[src/source/id_pkg.sv]
/*
 * Sizes of the ID pool and ports, and the packed types used
 * between fetch, decode, issue, writeback and retire
 */
`default_nettype none

package id_pkg;

    //////////////////////////////////////////////////
    // Sizes

    // ID pool
    localparam int MAX_IDS = 8;
    localparam int LOG2_MAX_IDS = 3;

    // Up to two instructions retire per cycle
    localparam int RETIRE_PORTS = 2;
    localparam int LOG2_RETIRE_PORTS = 1;

    // Group 0 completes in one cycle, group 1 is multicycle
    localparam int NUM_WB_GROUPS = 2;

    //////////////////////////////////////////////////
    // Types

    typedef logic [LOG2_MAX_IDS-1:0] id_t;
    // Wide enough to hold a full pool
    typedef logic [LOG2_MAX_IDS:0] count_t;
    // Address 0 means no destination
    typedef logic [5:0] phys_addr_t;
    // Retired instructions this cycle, 0 to RETIRE_PORTS
    typedef logic [LOG2_RETIRE_PORTS:0] retire_count_t;

    // Status bits captured at fetch
    typedef struct packed {
        logic valid_addr;
        logic access_fault;
    } fetch_metadata_t;

    // Per-ID fields read out of the tables for decode
    typedef struct packed {
        logic [31:0] pc;
        logic [31:0] instruction;
        fetch_metadata_t fetch_metadata;
    } decode_fields_t;

    typedef struct packed {
        logic valid;
        id_t id;
        logic [31:0] pc;
        logic [31:0] instruction;
        fetch_metadata_t fetch_metadata;
    } decode_packet_t;

    typedef struct packed {
        logic stage_valid;
        id_t id;
        phys_addr_t phys_rd_addr;
        logic is_multicycle;
    } issue_packet_t;

    typedef struct packed {
        logic valid;
        id_t id;
        logic [31:0] data;
    } wb_packet_t;

    typedef struct packed {
        logic valid;
        id_t id;
        phys_addr_t phys_addr;
        logic [31:0] data;
    } commit_packet_t;

    typedef struct packed {
        logic valid;
        id_t phys_id;
        retire_count_t count;
    } retire_packet_t;

endpackage

`default_nettype wire
[src/source/instruction_id_unit.sv]
/*
 * Instruction-ID unit top level: allocator, metadata store,
 * in-use tracker and retire selector
 */
`timescale 1ns/1ns
`default_nettype none

module instruction_id_unit (
    input wire logic clk,
    input wire logic rst,
    input wire logic gc_fetch_flush,

    // Fetch
    output id_pkg::id_t pc_id,
    output logic pc_id_available,
    input wire logic [31:0] if_pc,
    input wire logic pc_id_assigned,
    output id_pkg::id_t fetch_id,
    input wire logic early_branch_flush,
    input wire logic fetch_complete,
    input wire logic [31:0] fetch_instruction,
    input wire id_pkg::fetch_metadata_t fetch_metadata,

    // Decode and renamer
    output id_pkg::decode_packet_t decode,
    input wire logic decode_advance,
    input wire logic decode_uses_rd,
    input wire logic [4:0] decode_rd_addr,
    input wire id_pkg::phys_addr_t decode_phys_rd_addr,

    // Issue
    input wire id_pkg::issue_packet_t issue,
    input wire logic instruction_issued,
    input wire logic instruction_issued_with_rd,

    // Writeback and commit
    input wire id_pkg::wb_packet_t wb_packet [id_pkg::NUM_WB_GROUPS],
    output id_pkg::commit_packet_t commit_packet [id_pkg::NUM_WB_GROUPS],

    // Retire
    output id_pkg::retire_packet_t retire,
    output id_pkg::id_t retire_ids [id_pkg::RETIRE_PORTS],
    output logic [id_pkg::RETIRE_PORTS-1:0] retire_port_valid,
    output id_pkg::count_t post_issue_count,

    // Exception
    input wire id_pkg::id_t exception_id,
    output logic [31:0] exception_pc
);
    import id_pkg::*;

    id_t decode_id;
    logic decode_valid;
    decode_fields_t decode_fields;
    logic [RETIRE_PORTS-1:0] retire_uses_rd;
    logic [RETIRE_PORTS-1:0] retire_in_use;

    // Tracker port 0 marks issue, port 1 marks group-1 writeback
    logic [1:0] inuse_toggle;
    id_t inuse_toggle_ids [2];

    //////////////////////////////////////////////////
    // ID pointers and counts

    id_allocator allocator (
        .clk                (clk),
        .rst                (rst),
        .gc_fetch_flush     (gc_fetch_flush),
        .early_branch_flush (early_branch_flush),
        .pc_id_assigned     (pc_id_assigned),
        .fetch_complete     (fetch_complete),
        .decode_advance     (decode_advance),
        .instruction_issued (instruction_issued),
        .issue              (issue),
        .retire_count       (retire.count),
        .pc_id              (pc_id),
        .fetch_id           (fetch_id),
        .decode_id          (decode_id),
        .decode_valid       (decode_valid),
        .pc_id_available    (pc_id_available),
        .post_issue_count   (post_issue_count)
    );

    //////////////////////////////////////////////////
    // Metadata tables

    metadata_store store (
        .clk                 (clk),
        .pc_id               (pc_id),
        .if_pc               (if_pc),
        .pc_id_assigned      (pc_id_assigned),
        .fetch_id            (fetch_id),
        .fetch_complete      (fetch_complete),
        .fetch_instruction   (fetch_instruction),
        .fetch_metadata      (fetch_metadata),
        .decode_id           (decode_id),
        .decode_advance      (decode_advance),
        .decode_uses_rd      (decode_uses_rd),
        .decode_rd_addr      (decode_rd_addr),
        .decode_phys_rd_addr (decode_phys_rd_addr),
        .issue_phys_rd_addr  (issue.phys_rd_addr),
        .wb_packet           (wb_packet),
        .retire_ids          (retire_ids),
        .exception_id        (exception_id),
        .decode_fields       (decode_fields),
        .commit_packet       (commit_packet),
        .retire_uses_rd      (retire_uses_rd),
        .exception_pc        (exception_pc)
    );

    //////////////////////////////////////////////////
    // Outstanding multicycle IDs

    // Only multicycle writers can still be busy after issue
    assign inuse_toggle[0] = instruction_issued_with_rd & issue.is_multicycle;
    assign inuse_toggle[1] = wb_packet[1].valid;
    assign inuse_toggle_ids[0] = issue.id;
    assign inuse_toggle_ids[1] = wb_packet[1].id;

    id_inuse_tracker tracker (
        .clk        (clk),
        .rst        (rst),
        .toggle     (inuse_toggle),
        .toggle_ids (inuse_toggle_ids),
        .read_ids   (retire_ids),
        .in_use     (retire_in_use)
    );

    //////////////////////////////////////////////////
    // Retire

    retire_selector selector (
        .clk               (clk),
        .rst               (rst),
        .post_issue_count  (post_issue_count),
        .uses_rd           (retire_uses_rd),
        .in_use            (retire_in_use),
        .retire            (retire),
        .retire_ids        (retire_ids),
        .retire_port_valid (retire_port_valid)
    );

    // Decode packet from allocator state and table reads
    assign decode.valid = decode_valid;
    assign decode.id = decode_id;
    assign decode.pc = decode_fields.pc;
    assign decode.instruction = decode_fields.instruction;
    assign decode.fetch_metadata = decode_fields.fetch_metadata;

endmodule

`default_nettype wire

[src/source/retire_selector.sv]
/*
 * Retire ID registers and the in-order retire decision
 */
`timescale 1ns/1ns
`default_nettype none

module retire_selector (
    input wire logic clk,
    input wire logic rst,
    input wire id_pkg::count_t post_issue_count,
    input wire logic [id_pkg::RETIRE_PORTS-1:0] uses_rd,
    input wire logic [id_pkg::RETIRE_PORTS-1:0] in_use,
    output id_pkg::retire_packet_t retire,
    output id_pkg::id_t retire_ids [id_pkg::RETIRE_PORTS],
    output logic [id_pkg::RETIRE_PORTS-1:0] retire_port_valid
);
    import id_pkg::*;

    logic [RETIRE_PORTS-1:0] is_post_issue;
    logic [RETIRE_PORTS-1:0] ready;
    logic contiguous;
    logic writer_seen;

    // Port i holds the i-th oldest issued ID
    always_ff @(posedge clk) begin
        for (int i = 0; i < RETIRE_PORTS; i++) begin
            if (rst) begin
                retire_ids[i] <= id_t'(i);
            end else begin
                retire_ids[i] <= retire_ids[i] + id_t'(retire.count);
            end
        end
    end

    //////////////////////////////////////////////////
    // Retire decision

    // Retired block starts at port 0 with no gaps
    // and holds at most one register writer
    always_comb begin
        contiguous = 1'b1;
        writer_seen = 1'b0;
        retire.valid = 1'b0;
        retire.count = '0;
        retire.phys_id = retire_ids[0];
        for (int i = 0; i < RETIRE_PORTS; i++) begin
            is_post_issue[i] = post_issue_count > count_t'(i);
            ready[i] = is_post_issue[i] & contiguous & ~in_use[i];
            retire_port_valid[i] = ready[i] & (~uses_rd[i] | ~retire.valid);
            contiguous = contiguous & retire_port_valid[i];

            // First ready writer names the register
            if (ready[i] && uses_rd[i] && !writer_seen) begin
                retire.phys_id = retire_ids[i];
                writer_seen = 1'b1;
            end

            retire.valid = retire.valid | (retire_port_valid[i] & uses_rd[i]);
            retire.count = retire.count + retire_count_t'(retire_port_valid[i]);
        end
    end

endmodule

`default_nettype wire

[src/source/id_inuse_tracker.sv]
/*
 * Toggle-bit tracker of multicycle IDs still outstanding
 */
`timescale 1ns/1ns
`default_nettype none

module id_inuse_tracker (
    input wire logic clk,
    input wire logic rst,
    input wire logic [1:0] toggle,
    input wire id_pkg::id_t toggle_ids [2],
    input wire id_pkg::id_t read_ids [id_pkg::RETIRE_PORTS],
    output logic [id_pkg::RETIRE_PORTS-1:0] in_use
);
    import id_pkg::*;

    // One bit array per write port
    logic [MAX_IDS-1:0] toggle_bits [2];

    // Each strobe flips the bit of its ID
    always_ff @(posedge clk) begin
        for (int p = 0; p < 2; p++) begin
            if (rst) begin
                toggle_bits[p] <= '0;
            end else if (toggle[p]) begin
                toggle_bits[p][toggle_ids[p]] <= ~toggle_bits[p][toggle_ids[p]];
            end
        end
    end

    // Set by one port, cleared by the other
    always_comb begin
        for (int r = 0; r < RETIRE_PORTS; r++) begin
            in_use[r] = toggle_bits[0][read_ids[r]] ^ toggle_bits[1][read_ids[r]];
        end
    end

    // Issue and group-1 writeback of one ID are never in the same cycle
    no_same_id_toggle: assert property (
        @(posedge clk) disable iff (rst)
        !(toggle[0] && toggle[1] && (toggle_ids[0] == toggle_ids[1]))
    ) else $error("Both ports toggled the same ID");

endmodule

`default_nettype wire

[src/source/metadata_store.sv]
/*
 * Per-ID tables for PC, instruction, fetch status, phys rd and uses-rd,
 * with read ports for decode, commit, retire and exceptions
 */
`timescale 1ns/1ns
`default_nettype none

module metadata_store (
    input wire logic clk,
    input wire id_pkg::id_t pc_id,
    input wire logic [31:0] if_pc,
    input wire logic pc_id_assigned,
    input wire id_pkg::id_t fetch_id,
    input wire logic fetch_complete,
    input wire logic [31:0] fetch_instruction,
    input wire id_pkg::fetch_metadata_t fetch_metadata,
    input wire id_pkg::id_t decode_id,
    input wire logic decode_advance,
    input wire logic decode_uses_rd,
    input wire logic [4:0] decode_rd_addr,
    input wire id_pkg::phys_addr_t decode_phys_rd_addr,
    input wire id_pkg::phys_addr_t issue_phys_rd_addr,
    input wire id_pkg::wb_packet_t wb_packet [id_pkg::NUM_WB_GROUPS],
    input wire id_pkg::id_t retire_ids [id_pkg::RETIRE_PORTS],
    input wire id_pkg::id_t exception_id,
    output id_pkg::decode_fields_t decode_fields,
    output id_pkg::commit_packet_t commit_packet [id_pkg::NUM_WB_GROUPS],
    output logic [id_pkg::RETIRE_PORTS-1:0] retire_uses_rd,
    output logic [31:0] exception_pc
);
    import id_pkg::*;

    // Small tables, written at one point each and read asynchronously
    logic [31:0] pc_table [MAX_IDS];
    logic [31:0] instruction_table [MAX_IDS];
    fetch_metadata_t fetch_metadata_table [MAX_IDS];
    phys_addr_t phys_addr_table [MAX_IDS];
    logic uses_rd_table [MAX_IDS];

    phys_addr_t commit_phys_addr [NUM_WB_GROUPS];

    //////////////////////////////////////////////////
    // Table writes

    // PC written when the ID is handed out
    always_ff @(posedge clk) begin
        if (pc_id_assigned) begin
            pc_table[pc_id] <= if_pc;
        end
    end

    always_ff @(posedge clk) begin
        if (fetch_complete) begin
            instruction_table[fetch_id] <= fetch_instruction;
            fetch_metadata_table[fetch_id] <= fetch_metadata;
        end
    end

    // A write to x0 is not a register write
    always_ff @(posedge clk) begin
        if (decode_advance) begin
            phys_addr_table[decode_id] <= decode_phys_rd_addr;
            uses_rd_table[decode_id] <= decode_uses_rd & (|decode_rd_addr);
        end
    end

    //////////////////////////////////////////////////
    // Reads

    assign decode_fields.pc = pc_table[decode_id];
    assign decode_fields.instruction = instruction_table[decode_id];
    assign decode_fields.fetch_metadata = fetch_metadata_table[decode_id];

    always_comb begin
        for (int i = 0; i < RETIRE_PORTS; i++) begin
            retire_uses_rd[i] = uses_rd_table[retire_ids[i]];
        end
    end

    assign exception_pc = pc_table[exception_id];

    // Group 0 writes back in the issue cycle, issue still holds its rd
    assign commit_phys_addr[0] = issue_phys_rd_addr;

    // Later groups look up rd by ID
    generate
        for (genvar g = 1; g < NUM_WB_GROUPS; g++) begin : g_table_addr
            assign commit_phys_addr[g] = phys_addr_table[wb_packet[g].id];
        end
    endgenerate

    generate
        for (genvar g = 0; g < NUM_WB_GROUPS; g++) begin : g_commit
            assign commit_packet[g].valid = wb_packet[g].valid & (|commit_phys_addr[g]);
            assign commit_packet[g].id = wb_packet[g].id;
            assign commit_packet[g].phys_addr = commit_phys_addr[g];
            assign commit_packet[g].data = wb_packet[g].data;
        end
    endgenerate

endmodule

`default_nettype wire

[src/source/id_allocator.sv]
/*
 * ID pointers for fetch and decode, pre- and post-issue counts,
 * ID availability and the flush rewind
 */
`timescale 1ns/1ns
`default_nettype none

module id_allocator (
    input wire logic clk,
    input wire logic rst,
    input wire logic gc_fetch_flush,
    input wire logic early_branch_flush,
    input wire logic pc_id_assigned,
    input wire logic fetch_complete,
    input wire logic decode_advance,
    input wire logic instruction_issued,
    input wire id_pkg::issue_packet_t issue,
    input wire id_pkg::retire_count_t retire_count,
    output id_pkg::id_t pc_id,
    output id_pkg::id_t fetch_id,
    output id_pkg::id_t decode_id,
    output logic decode_valid,
    output logic pc_id_available,
    output id_pkg::count_t post_issue_count
);
    import id_pkg::*;

    count_t fetched_count;
    count_t pre_issue_count;
    count_t pre_issue_count_next;
    count_t post_issue_count_next;
    count_t inflight_count;

    id_t oldest_pre_issue_id;
    id_t pc_id_base;
    id_t fetch_id_base;
    id_t decode_id_base;

    //////////////////////////////////////////////////
    // Pointers

    // Oldest ID not yet issued, sits in issue or in decode
    assign oldest_pre_issue_id = issue.stage_valid ? issue.id : decode_id;

    // Flush rewinds, early branch only pulls pc back to fetch
    always_comb begin
        if (gc_fetch_flush) begin
            pc_id_base = oldest_pre_issue_id;
            fetch_id_base = oldest_pre_issue_id;
            decode_id_base = oldest_pre_issue_id;
        end else begin
            pc_id_base = early_branch_flush ? fetch_id : pc_id;
            fetch_id_base = fetch_id;
            decode_id_base = decode_id;
        end
    end

    always_ff @(posedge clk) begin
        if (rst) begin
            pc_id <= '0;
            fetch_id <= '0;
            decode_id <= '0;
        end else begin
            // No strobe counts in the flush cycle
            pc_id <= pc_id_base + id_t'(pc_id_assigned & ~gc_fetch_flush);
            fetch_id <= fetch_id_base + id_t'(fetch_complete & ~gc_fetch_flush);
            decode_id <= decode_id_base + id_t'(decode_advance & ~gc_fetch_flush);
        end
    end

    //////////////////////////////////////////////////
    // Counts

    // Fetched but not decoded
    always_ff @(posedge clk) begin
        if (rst || gc_fetch_flush) begin
            fetched_count <= '0;
        end else begin
            fetched_count <= fetched_count + count_t'(fetch_complete)
                - count_t'(decode_advance);
        end
    end

    assign pre_issue_count_next = pre_issue_count + count_t'(pc_id_assigned)
        - count_t'(instruction_issued);
    assign post_issue_count_next = post_issue_count + count_t'(instruction_issued)
        - count_t'(retire_count);

    always_ff @(posedge clk) begin
        if (rst || gc_fetch_flush) begin
            pre_issue_count <= '0;
        end else begin
            pre_issue_count <= pre_issue_count_next;
        end
    end

    always_ff @(posedge clk) begin
        if (rst) begin
            post_issue_count <= '0;
            inflight_count <= '0;
        end else begin
            post_issue_count <= post_issue_count_next;
            // Pre-issue IDs are dropped by a flush
            inflight_count <= (gc_fetch_flush ? '0 : pre_issue_count_next)
                + post_issue_count_next;
        end
    end

    // Top bit set only for a full pool
    assign pc_id_available = ~inflight_count[LOG2_MAX_IDS];
    assign decode_valid = |fetched_count;

    //////////////////////////////////////////////////
    // Assertions

    pc_id_assigned_when_available: assert property (
        @(posedge clk) disable iff (rst) pc_id_assigned |-> pc_id_available
    ) else $error("ID assigned with no ID available");

    decode_advance_when_valid: assert property (
        @(posedge clk) disable iff (rst) decode_advance |-> decode_valid
    ) else $error("Decode advanced with no valid instruction");

endmodule

`default_nettype wire

[config.mk]
export PLATFORM = sky130hd
export DESIGN_NAME = instruction_id_unit
export DESIGN_NICKNAME = d
export VERILOG_FILES = /design/src/source/id_pkg.sv /design/src/source/instruction_id_unit.sv /design/src/source/retire_selector.sv /design/src/source/id_inuse_tracker.sv /design/src/source/metadata_store.sv /design/src/source/id_allocator.sv
export SDC_FILE = /design/constraint.sdc
export NUM_CORES = 1
export LEC_CHECK = 0
export BUFFER_PORTS_ARGS = -buffer_cell sky130_fd_sc_hd__clkbuf_2
export CAP_MARGIN = 20
export CORE_ASPECT_RATIO = 0.75
export CORE_MARGIN = 2
export CORE_UTILIZATION = 58
export CTS_CLUSTER_DIAMETER = 200
export DETAILED_ROUTE_END_ITERATION = 12
export PLACE_DENSITY = 0.81
export SLEW_MARGIN = 20
export SYNTH_ARGS = -nofsm -noshare
export SYNTH_HDL_FRONTEND = slang
export SYNTH_SLANG_ARGS = --single-unit
[constraint.sdc]
create_clock -name clk -period 5.7 [get_ports clk]
set_clock_uncertainty 0.1 [all_clocks]
set_input_delay 0.57 -clock clk [delete_from_list [all_inputs] [get_ports clk]]
set_output_delay 0.57 -clock clk [all_outputs]
set_load 0.02 [all_outputs]
Word level (Yosys, flattened, before mapping)
Memories as Yosys holds them, arrays and structs flattened. A register that Yosys moved wholly into a read port is not among the register bits.
Cells that the tools add are included.

operators by class
  reduce and logical (&&, ||, !) cells = 11
  multiplexer cells = 59
  $lt $le $gt $ge = 8
  $add $sub $neg = 13
  bitwise operators = 41

operators by type and width
  cell                                                                number
  2-to-1 mux 1 bit                                                    37
  2-to-1 mux 3 bit                                                    11
  binary-select mux 1 bit (select 3 bit)                              6
  bitwise OR 1 bit                                                    18
  less-than comparator 3 x 4 -> 1 bit (second input constant)         4
  2-to-1 mux 8 bit                                                    2
  adder 4 x 1 -> 4 bit                                                3
  OR reduction 6 bit                                                  2
  AND 1 bit                                                           10
  adder 3 bit                                                         3
  AND 1 x 3 -> 3 bit                                                  3
  greater-than comparator 4 x 1 -> 1 bit (second input constant)      2
  subtractor 4 x 1 -> 4 bit                                           2
  NOT 1 bit                                                           7
  adder 3 x 2 -> 3 bit                                                2
  demux 1 bit (select 3 bit)                                          2
  greater-or-equal comparator 3 x 1 -> 1 bit (second input constant)  2
  logical AND 1 bit                                                   5
  OR reduction 5 bit                                                  1
  adder 4 bit                                                         1
  2-to-1 mux 4 bit                                                    1
  OR reduction 4 bit                                                  1
  subtractor 4 x 2 -> 4 bit                                           1
  NOT 1 -> 3 bit                                                      1
  other kinds (4)                                                     5

word-level totals
  flip-flop bits (word level) = 31
  memory bits (writable) = 600
  memories = 6
  bits of input ports = 173
  word-level logic and storage cells = 147

memory list
  name                        depth  bits a word  rd ports  clocked after Yosys merged registers in  write ports  RTL line                source
  store.instruction_table     8      32           1         1                                        1            metadata_store.sv:35    logic [31:0] instruction_table [MAX_IDS];
  store.pc_table              8      32           2         1                                        1            metadata_store.sv:34    logic [31:0] pc_table [MAX_IDS];
  store.phys_addr_table       8      6            1         0                                        1            metadata_store.sv:37    phys_addr_t phys_addr_table [MAX_IDS];
  store.fetch_metadata_table  8      2            1         1                                        1            metadata_store.sv:36    fetch_metadata_t fetch_metadata_table [MAX_IDS];
  tracker.toggle_bits         2      8            2         0                                        2            id_inuse_tracker.sv:18  logic [MAX_IDS-1:0] toggle_bits [2];
  store.uses_rd_table         8      1            2         2                                        1            metadata_store.sv:38    logic uses_rd_table [MAX_IDS];

Depth between registers and ports, before layout
Gate-level depths: netlist (run 1).

  depth after elaboration = 12
  mapped depth = 19
  mapped depth without buffers = 18

By module
A second synthesis (run 1) with hierarchy kept.

second synthesis, totals
  cells, all modules = 1,717
  area, all modules = 27,889.2 um2

modules (own cells, without submodules)
  module               area each (um2)  seq. area each (um2)  cells each  times used
  metadata_store       25,021.5         17,536.8              1,442       1
  id_allocator         1,335.0          440.4                 140         1
  id_inuse_tracker     1,156.1          480.5                 98          1
  retire_selector      362.8            120.1                 35          1
  instruction_id_unit  13.8             0.0                   2           1

Worst setup path after synthesis (run 1)
No wires, ideal clock.

  path type = register to register
  start = register selector.retire_ids[3] in the netlist's numbering
  end = register allocator.inflight_count[3]
  setup slack = 749 ps
  library setup time = 128 ps
  path buffers = 1
  data arrival time = 4,724 ps
  required time = 5,472 ps
  stages on the path, launching flop included = 20
  cells stage by stage = dfxtp_1 -> buf_2 -> mux4_2 -> mux2i_1 -> xnor2_1 -> o21a_1 -> a31oi_1 -> ha_1 -> ha_1 -> inv_1 -> ha_1 -> inv_1 -> fa_1 -> inv_1 -> ha_1 -> a41o_1 -> a21oi_1 -> xor2_1 -> xnor2_1 -> nor2_1

RTL lines
  what                              RTL line               source
  start: declaration                retire_selector.sv:14  output id_pkg::id_t retire_ids [id_pkg::RETIRE_PORTS],
  start signal: indexed assignment  retire_selector.sv:28  retire_ids[i] <= id_t'(i);
  start signal: indexed assignment  retire_selector.sv:30  retire_ids[i] <= retire_ids[i] + id_t'(retire.count);
  end signal: assignment            id_allocator.sv:104    inflight_count <= (gc_fetch_flush ? '0 : pre_issue_count_next)
  end: declaration                  id_allocator.sv:32     count_t inflight_count;

Worst setup path after layout (run 1)
  start = register selector.retire_ids[3] in the netlist's numbering
  end = register allocator.inflight_count[3]

on the way
  longest elaborated chain between the ends = 12

ends and longest elaborated chain
  what                                    RTL line                source
  binary-select mux 1 bit (select 3 bit)  id_inuse_tracker.sv:34  in_use[r] = toggle_bits[0][read_ids[r]] ^ toggle_bits[1][read_ids[r]];
  2-to-1 mux 1 bit (implied by the code)  id_inuse_tracker.sv:34
  bitwise XOR 1 bit (*)                   id_inuse_tracker.sv:34
  NOT 1 bit (*)                           retire_selector.sv:48   ready[i] = is_post_issue[i] & contiguous & ~in_use[i];
  AND 1 bit (*)                           retire_selector.sv:48
  AND 1 bit                               retire_selector.sv:58   retire.valid = retire.valid | (retire_port_valid[i] & uses_rd[i]);
  NOT 1 bit                               retire_selector.sv:49   retire_port_valid[i] = ready[i] & (~uses_rd[i] | ~retire.valid);
  bitwise OR 1 bit                        retire_selector.sv:49
  AND 1 bit                               retire_selector.sv:49
  adder 1 x 1 -> 2 bit (*)                retire_selector.sv:59   retire.count = retire.count + retire_count_t'(retire_port_valid[i]);
  subtractor 4 x 2 -> 4 bit (*)           id_allocator.sv:87      - count_t'(retire_count);
  net allocator.post_issue_count_next[1]  id_allocator.sv:31      count_t post_issue_count_next;
  adder 4 bit (*)                         id_allocator.sv:105     + post_issue_count_next;

Mark *: on every way through the listed nets, which the timed path passes. The rest lies on a longest branch. The select of a mux whose other input is x is not followed.
A chain may end at the register's enable or synchronous reset.

==> results.py, run 1 <==
metrics = {
    "clocking": {
        "path_clk_slew_ns": 0.06,
        "cts.sinks": 628,
        "clock-root-buffer": "clkbuf_16",
        "cts_max_level": 2,
        "cts_inserted_buffers": 58,
        "clk_latency_ns": 0.61,
        "cts_buffer_depth": 3,
        "ctsResizeCount": 0,
        "cts_tree": "built",
        "cts_hold_buf": 0,
        "cts_setup_buffers": 0,
    },
    "worst_setup_path": {
        "cp_top_family": "adder cells",
        "slowest_stage": "dfxtp_1",
        "arrival_ns": 5.17,
        "cp_data_required_time_ns": 6.04,
        "end_kind": "register",
        "path_class": "reg -> reg",
        "crit_path_max_fanout": 9,
        "slowest_delay_ns": 0.64,
        "cpMostUsedCell": "ha_1",
        "path_cells": "mux4_2, mux2i_1, xnor2_1, o21a_1, a31oi_1, ha_1, ha_1, inv_1, ha_1, inv_1, fa_1, inv_1, ha_1, a41o_1, a21oi_1, xor2_1, xnor2_1, nor2_1",
        "startpoint_type": "register",
        "reg2reg_from": "selector.retire_ids[3]",
        "crit_buf_inv": 3,
        "startpoint": "selector.retire_ids[3]",
    },
    "layout": {
        "syn2layout_area_growth_pct": 11.98,
        "most-common-layout-cells": "edfxtp_1 (600), clkbuf_2 (248), mux4_2 (208)",
        "final_common_cell": "edfxtp_1",
        "fillers": 3004,
        "drive_above_1_share_pct": 43.52,
        "seq_area_sq_mm": 0.01859,
        "multi_input_area_sq_mm": 0.007955,
        "layout.nets": 1783,
        "antenna_cells": 0,
    },
    "floorplan": {
        "die_height_microns": 192.4,
        "start_util_pct": 59.18,
        "core-area_sq_mm": 0.04637,
        "io_pins": 384,
        "die_w_microns": 255.2,
        "dieArea_sq_mm": 0.04909,
        "fp-row-count": 68,
    },
    "synthesis": {
        "synth_nets": 1605,
        "ys_seq_area_share_pct": 67.70,
        "ys_types": 44,
        "ys.flop_type": "edfxtp_1",
        "syn_avg_cell_area_sq_um": 19.59,
        "synthesis.area_sq_mm": 0.02744,
        "async_flop_share_pct": 0,
        "ys_ff_latch": 628,
        "yosys.area.top_type": "edfxtp_1",
        "synth_area_leaders": "edfxtp_1 (66%), mux4_2 (17%), mux2_2 (4.4%)",
        "synthCells": 1401,
        "synth_edf_count": 600,
        "yosys_warnings": 0,
        "yosys.area.top_type_share_pct": 65.65,
    },
    "route": {
        "totalWireLength_microns": 56010,
        "top_layer_used": "met5",
        "wl_per_cell_microns": 24.82,
        "drt-met1-wl_microns": 23230,
        "drc": 0,
        "firstDrtPassIters": 5,
        "vias": 13760,
        "route.met3.wl_microns": 3912,
        "drt_iter0_markers": 1111,
        "ant_nets": 0,
        "dr_wl_met2_microns": 27580,
        "via_per_inst": 6.098,
    },
    "timing": {
        "setup_tns_ns": 0,
        "finalHoldViolCount": 0,
        "worst_pin_slew_ns": 1.105,
        "drv_slew": 0,
        "maxSlewHeadroom_pct": 26.35,
        "rsz0062_at_grt": "no",
        "setup_violations": 0,
        "min_period_ns": 4.828,
        "fin_crit_sh_pct": 84.70,
        "fmax_mhz": 207.1,
    },
    "power_and_ir_drop": {
        "power_density_mw_per_mm2": 360.2,
        "ir_drop_v": 0.0002938,
        "p_leak_nw": 10.32,
        "power.total_mw": 11.07,
    },
    "placement": {
        "place_hpwl_microns": 32280,
        "io_buffers": 249,
        "gp_congestion": 0.8184,
    },
    "run_status": {
        "status": "completed",
    },
    "min_path": {
        "worstHoldStart": "fetch_instruction[0]",
        "min-delay-path-class": "in -> reg",
    },
    "grt": {
        "grtUsageTotal_pct": 23.09,
        "grt_pass1_vias": 14130,
        "grt_max_degree": 83,
        "grt_pass1_wl_microns": 83840,
        "overflow": 0,
        "antenna_found_initial": 4,
    },
    "run": {
        "maxCapViolations": 0,
    },
}
-- path summary, 6_finish.rpt --
| kind | to | slack, ns | cells after the start |
|---|---|---|---|
| setup / recovery | allocator.inflight_count[3] | 0.87 | 18 |
| hold / removal | store.instruction_table[3][0] | 0.12 | 1 |
| setup reg to reg | allocator.inflight_count[3] | 0.87 | 18 |
| hold reg to reg | tracker.toggle_bits[0][6] | 0.47 | 1 |
-- through the flow --
stage | hold slack (ns) | cells | cell area, sq um | setup WS [ns] | util [%]
finish | 0.1174 | 2257 | 30730 | 0.8720 | 66.27
global route | 0.1081 | 2257 | 30730 | 0.6284 | 66.27
CTS | 0.08343 | 2257 | 30730 | 0.8663 | 66.26
detailed placement | 0.4698 | 2149 | 28900 | 0.9075 | 62.32
global placement | 0.4552 | 2149 | 28900 | 1.047 | 62.32
floorplan | 0.4403 | 1401 | 27440 | 0.7488 | -
-- cell type report --
type                       instances  area share (%)
inverter                          28          0.3420
clock buffer                      68           4.914
clock inverter                    40           1.030
timing repair buffer             274           4.768
multi-input combinational        589           25.89
sequential                       628           60.49
tap                              630           2.565
-- registers in the layout (all words and copies together), names as in the netlist --
name / cells
tracker.toggle_bits: 16
allocator.pc_id: 3
store.instruction_table: 256
allocator.fetched_count: 4
store.uses_rd_table: 8
allocator.inflight_count: 1
allocator.fetch_id: 3
store.pc_table: 256
allocator.decode_id: 3
allocator.pre_issue_count: 4
store.phys_addr_table: 48
allocator.post_issue_count: 4
store.fetch_metadata_table: 16
selector.retire_ids: 6
-- kinds of logic (layout without fill, tap and decap cells) --
logic type               after synthesis  count (layout)  share of synthesized area [%]
flip-flops                           628             628                          67.70
multiplexers                         338             338                          22.55
buffers and inverters                184             410                          3.716
AND/OR/NAND/NOR                      153             153                          2.685
AO/OA/AOI/OAI                         51              51                          1.290
adder cells (fa/ha/maj)               31              31                          1.550
XOR/XNOR                              16              16                         0.5107
-- routing by layer --
layer | GRT usage [%] | up-vias
met5 | 0 | -
met4 | 6.635 | 8
met3 | 5.098 | 102
met2 | 36.96 | 525
met1 | 32.54 | 7152
li1 | - | 5976
-- cell usage after synthesis (5+ instances only) --
cell type	number
edfxtp_1	600
buf_2	26
ha_1	26
mux2_2	108
buf_1	9
nor2_1	51
xor2_1	8
nor3_1	12
mux2i_1	16
a21o_1	8
nand2_1	31
clkbuf_1	43
nor2b_1	19
nand3_1	7
xnor2_1	8
inv_1	28
o21a_1	5
nand2b_1	21
mux4_2	208
buf_4	77
a21oi_1	10
dfxtp_1	28
o21ai_0	7
fa_1	5
-- report_power, final --
| part | total [mW] | switching [mW] | internal, mW |
|---|---|---|---|
| registers | 5.40 | 0.152 | 5.25 |
| clock network | 3.72 | 1.67 | 2.04 |
| logic | 1.95 | 1.07 | 0.882 |
| total | 11.1 | 2.90 | 8.17 |
(Power assumes the default switching activity.)
==> run 2: changes to the inputs <==
- clock period: 5.7 -> 4.8 ns (I/O delays scaled with it)
==> run 2 against run 1 <==
Against the previous run:
- fmax rose by 6.0%
- critical endpoint unchanged
- critical path depth unchanged
- core utilization is 0.35 points higher
- sequential power grew 19%
- cell area increased by 0.53%
- sequential cell count is the same
- clock power grew 22%
- routed wire length rose by 2.4%
- sequential share of layout area down 0.30 points
- die area unchanged
- via count increased by 2.1%
- non-clock buffer count is 7 higher
==> results.py, run 2 (same netlist as run 1, synthesis figures left out) <==
metrics = {
    "timing": {
        "setup_tns_ns": 0,
        "finalHoldViolCount": 0,
        "min_period_ns": 4.553,
        "fmax_mhz": 219.6,
        "worst_pin_slew_ns": 1.020,
        "fin_crit_sh_pct": 94.85,
        "maxSlewHeadroom_pct": 32.02,
        "drv_slew": 0,
        "setup_violations": 0,
    },
    "layout": {
        "drive_above_1_share_pct": 43.01,
        "syn2layout_area_growth_pct": 12.57,
        "layoutNonFillerInstCount": 2261,
        "final_common_cell": "edfxtp_1",
        "most-common-layout-cells": "edfxtp_1 (600), clkbuf_2 (248), mux4_2 (208)",
        "reg.largest.list": "store.instruction_table: 256 flops, store.pc_table: 256 flops, store.phys_addr_table: 48 flops",
        "finalInstanceArea_sq_mm": 0.03089,
        "layout.nets": 1788,
    },
    "power_and_ir_drop": {
        "power.total_mw": 13.35,
        "ir_drop_v": 0.0003924,
        "p_leak_nw": 10.38,
        "power_density_mw_per_mm2": 432.2,
    },
    "grt": {
        "antenna_found_initial": 1,
        "grtUsageTotal_pct": 23.70,
        "overflow": 0,
        "grt_pass1_vias": 14510,
        "grt_pass1_wl_microns": 86240,
        "grt_max_degree": 65,
    },
    "placement": {
        "dp_cells": 2154,
        "io_buffers": 249,
        "gp_congestion": 0.8131,
        "place_hpwl_microns": 33830,
        "place_area_sq_mm": 0.02897,
    },
    "clocking": {
        "clk_latency_ns": 0.62,
        "path_clk_slew_ns": 0.07,
        "cts_tree": "built",
        "cts_inserted_buffers": 56,
        "clock-root-buffer": "clkbuf_16",
        "cts_max_level": 2,
        "cts_buffer_depth": 3,
        "cts.sinks": 628,
    },
    "route": {
        "wl_per_cell_microns": 25.37,
        "drc": 0,
        "ant_nets": 0,
        "drt_iter0_markers": 1229,
        "totalWireLength_microns": 57350,
        "vias": 14050,
        "firstDrtPassIters": 5,
        "via_per_inst": 6.213,
    },
    "floorplan": {
        "core-area_sq_mm": 0.04637,
        "fp-row-count": 68,
        "die_height_microns": 192.4,
        "start_util_pct": 59.18,
        "io_pins": 384,
        "die_w_microns": 255.2,
        "dieArea_sq_mm": 0.04909,
    },
    "min_path": {
        "min-delay-path-class": "in -> reg",
    },
    "run": {
        "maxCapViolations": 0,
    },
    "worst_setup_path": {
        "r2r_end": "allocator.inflight_count[3]",
        "path_cells": "mux4_2, mux2i_1, xnor2_2, nand3_1, a31oi_2, ha_2, ha_1, inv_1, ha_1, inv_1, fa_1, inv_1, ha_1, a41o_1, a21oi_1, xor2_1, xnor2_1, nor2_1",
        "arrival_ns": 4.90,
        "slowest_stage": "fa_1",
        "cp_data_required_time_ns": 5.15,
        "crit_buf_inv": 3,
        "reg2reg_depth": 18,
        "ff2ff_setup_slack_ns": 0.25,
        "reg2reg_from": "selector.retire_ids[3]",
        "crit_path_max_fanout": 8,
        "end_kind": "register",
        "path_class": "reg -> reg",
        "crit_path_end": "allocator.inflight_count[3]",
        "startpoint": "selector.retire_ids[3]",
        "path_depth": 18,
        "cp_top_family": "adder cells",
        "startpoint_type": "register",
        "slowest_delay_ns": 0.57,
    },
    "run_status": {
        "status": "completed",
    },
}
[run 2: what timing repair did]
| item | CTS | global route |
|---|---|---|
| hold buffers | 1 | 0 |
| setup buffers | 0 | 0 |
| hold endpoints to repair | 3 | 0 |
| endpoints found under the setup margin | 0 | 1 |
| gates resized for setup | 0 | 7 |
[run 2: cell type report]
type / instances / area [sq um]
Sequential cell: 628 / 18600
Tap cell: 630 / 788.3
Clock buffer: 69 / 1450
Inverter: 28 / 105.1
Fill cell: 2976 / 15480
Clock inverter: 35 / 411.6
Multi-Input combinational cell: 589 / 7985
Timing Repair Buffer: 281 / 1554
Antenna cell: 1 / 2.502
[run 2: routing by layer]
| layer | vias up | routed length (microns) | GRT usage [%] |
|---|---|---|---|
| met4 | 0 | 1111 | 6.455 |
| met5 | - | 0 | 0 |
| met3 | 89 | 4573 | 5.490 |
| met1 | 7338 | 22930 | 32.78 |
| li1 | 5997 | - | - |
| met2 | 623 | 28740 | 38.51 |
[run 2: worst reg2reg max path: stages (launching register included)]
cell,delay (ns)
dfxtp_4,0.43
mux4_2,0.51
mux2i_1,0.27
xnor2_2,0.18
nand3_1,0.14
a31oi_2,0.20
ha_2,0.34
ha_1,0.28
inv_1,0.05
ha_1,0.15
inv_1,0.06
fa_1,0.57
inv_1,0.06
ha_1,0.28
a41o_1,0.20
a21oi_1,0.17
xor2_1,0.19
xnor2_1,0.15
nor2_1,0.06
[run 2: per-stage QoR]
step / worst slack (ns) / util [%] / hold slack (ns)
floorplan: 0.05238 / - / 0.4403
finish: 0.2471 / 66.62 / 0.03731
global placement: 0.2448 / 62.48 / 0.4558
global route: -0.02125 / 66.62 / 0.02230
CTS: 0.004442 / 66.52 / 0.001419
detailed placement: 0.04779 / 62.48 / 0.4753
[run 2: worst min path at each step]
| stage | startpoint | depth (start not counted) | slack [ns] | to |
|---|---|---|---|---|
| final | fetch_instruction[3] | 1 | 0.04 | store.instruction_table[1][3] |
| after global placement | tracker.toggle_bits[0][0] | 1 | 0.46 | tracker.toggle_bits[0][0] |
| after global routing | fetch_instruction[1] | 1 | 0.02 | store.instruction_table[2][1] |
| after floorplan | tracker.toggle_bits[0][2] | 1 | 0.44 | tracker.toggle_bits[0][2] |
| after CTS | fetch_metadata[1] | 1 | 0.001 | store.fetch_metadata_table[6][1] |
| after detailed placement | tracker.toggle_bits[0][0] | 1 | 0.48 | tracker.toggle_bits[0][0] |
[run 2: report_power, final]
group	internal [mW]	leakage (nW)	switching (mW)
logic	1.08	3.79	1.33
clock network	2.59	0.887	1.95
registers	6.24	5.71	0.171
==> run 3: changes to the inputs <==
- PLACE_DENSITY: 0.81 -> 0.82
==> run 3 against run 2 <==
Against the previous run:
- sequential share of layout area down 0.17 points
- core utilization up 0.17 points
- register-to-register slack worse by 0.04 ns
- non-clock buffer count up 3
- final cell count up 0.27%
- sequential cell count unchanged
- die area unchanged
- global-route usage up 0.18 points
- largest cell class unchanged
- combinational power about the same
- critical path type unchanged
- first-iteration DRC count up 0.81%
- sequential power about the same
==> results.py, run 3 (same netlist as run 1, synthesis figures left out) <==
metrics = {
    "clocking": {
        "cts_buffer_depth": 3,
        "cts_inserted_buffers": 58,
        "clk_latency_ns": 0.61,
        "cts_tree": "built",
        "cts_setup_buffers": 0,
        "path_clk_slew_ns": 0.06,
        "clock-root-buffer": "clkbuf_16",
        "cts.sinks": 628,
        "cts_max_level": 2,
    },
    "power_and_ir_drop": {
        "p_clk_share_pct": 34.5,
        "power_density_mw_per_mm2": 433.5,
        "p_int_mw": 9.964,
        "p_comb_share_pct": 17.8,
        "seqPwrFrac_pct": 47.6,
        "power.total_mw": 13.43,
        "p_switching_mw": 3.462,
        "p_leak_nw": 10.44,
        "ir_drop_v": 0.0003418,
        "sw_frac_of_total_pct": 25.79,
    },
    "grt": {
        "overflow": 0,
        "grtUsageTotal_pct": 23.87,
        "grt_pass1_wl_microns": 86600,
        "grt_pass1_vias": 14640,
        "antenna_found_initial": 3,
        "grt_max_degree": 65,
    },
    "floorplan": {
        "start_util_pct": 59.18,
        "core-area_sq_mm": 0.04637,
        "fp-row-count": 68,
        "dieArea_sq_mm": 0.04909,
        "die_w_microns": 255.2,
        "io_pins": 384,
        "die_height_microns": 192.4,
    },
    "route": {
        "vias": 14040,
        "drc": 0,
        "via_per_inst": 6.191,
        "wl_per_cell_microns": 25.54,
        "drt_iter0_markers": 1239,
        "totalWireLength_microns": 57900,
        "ant_nets": 0,
        "firstDrtPassIters": 8,
    },
    "placement": {
        "io_buffers": 249,
        "place_hpwl_microns": 33690,
        "gp_congestion": 0.7890,
        "place_area_sq_mm": 0.02898,
    },
    "run": {
        "maxCapViolations": 0,
    },
    "timing": {
        "maxSlewHeadroom_pct": 27.85,
        "finalHoldViolCount": 0,
        "drv_slew": 0,
        "rsz0062_at_grt": "no",
        "worst_pin_slew_ns": 1.080,
        "setup_violations": 0,
        "min_period_ns": 4.593,
        "setup_tns_ns": 0,
        "fin_crit_sh_pct": 95.69,
        "fmax_mhz": 217.7,
    },
    "min_path": {
        "min-delay-path-class": "in -> reg",
    },
    "layout": {
        "layout.nets": 1793,
        "most-common-layout-cells": "edfxtp_1 (600), clkbuf_2 (248), mux4_2 (208)",
        "reg.largest.list": "store.instruction_table: 256 flops, store.pc_table: 256 flops, store.phys_addr_table: 48 flops",
        "fillers": 2931,
        "syn2layout_area_growth_pct": 12.87,
        "drive_above_1_share_pct": 43.30,
        "finalInstanceArea_sq_mm": 0.03097,
        "final_common_cell": "edfxtp_1",
    },
    "worst_setup_path": {
        "startpoint_type": "register",
        "cp_data_required_time_ns": 5.16,
        "crit_path_max_fanout": 5,
        "arrival_ns": 4.95,
        "end_kind": "register",
        "path_class": "reg -> reg",
    },
    "run_status": {
        "status": "completed",
    },
}
## run 3: cell type report
cell class              instances  area (sq um)  share of cell area [%]
flip-flops and latches        628         18590                   60.02
multi-input cells             589          7965                   25.72
well taps                     630         788.3                   2.545
clock inverters                38         422.9                   1.365
clock buffers                  68          1489                   4.807
diodes                          2         5.005                 0.01616
repair buffers                284          1607                   5.187
inverters                      28         105.1                  0.3393
## run 3: metal layers
layer  GRT usage, %  vias up  routed length (microns)
li1               -     6009                        -
met2          39.54      619                    29090
met3          5.071       85                     4324
met5              0        -                        0
met4          6.455        0                     1070
met1          32.70     7322                    23420
## run 3: power by group through the flow
stage	sequential, mW	clock, mW	combinational [mW]
6_report	6.39	4.64	2.40
5_1_grt	6.42	4.93	2.60
4_1_cts	6.40	4.71	2.41
3_5_place_dp	6.51	0	2.39
3_3_place_gp	6.49	0	2.33
2_1_floorplan	6.46	0	1.80
## run 3: through the flow
step           cells  hold slack [ns]  setup WS (ns)  utilization (%)
2_1_floorplan   1401           0.4403        0.05238                -
3_3_place_gp    2153           0.4567         0.3090            62.49
3_5_place_dp    2153           0.4753         0.1131            62.49
4_1_cts         2264       0.00003936        0.08412            66.72
5_1_grt         2265          0.01959       0.008363            66.79
6_report        2267          0.03373         0.2069            66.80
## run 3: worst max-delay path, cell delays in order (launching register included)
cell     delay (ns)
dfxtp_2        0.42
mux4_2         0.53
mux2i_1        0.20
xnor2_1        0.23
nand3_1        0.16
a31oi_2        0.21
ha_2           0.34
ha_1           0.28
inv_1          0.06
ha_1           0.16
inv_1          0.06
fa_1           0.55
inv_1          0.05
ha_1           0.28
a41o_1         0.21
a21oi_1        0.19
xor2_1         0.21
xnor2_1        0.14
nor2_1         0.05
## run 3: what timing repair did
action                                  in CTS  in global routing
endpoints found under the setup margin       0                  1
endpoints found under the hold margin       38                  0
hold buffers                                 5                  0
gates resized for setup                      0                  2
## run 3: path summary, 6_finish.rpt
check	from	endpoint	slack, ns	depth (start not counted)
worst min-delay path	fetch_instruction[19]	store.instruction_table[6][19]	0.03	1
worst max register to register	selector.retire_ids[3]	allocator.inflight_count[3]	0.21	18
worst min register to register	tracker.toggle_bits[0][6]	tracker.toggle_bits[0][6]	0.48	1
worst max-delay path	selector.retire_ids[3]	allocator.inflight_count[3]	0.21	18
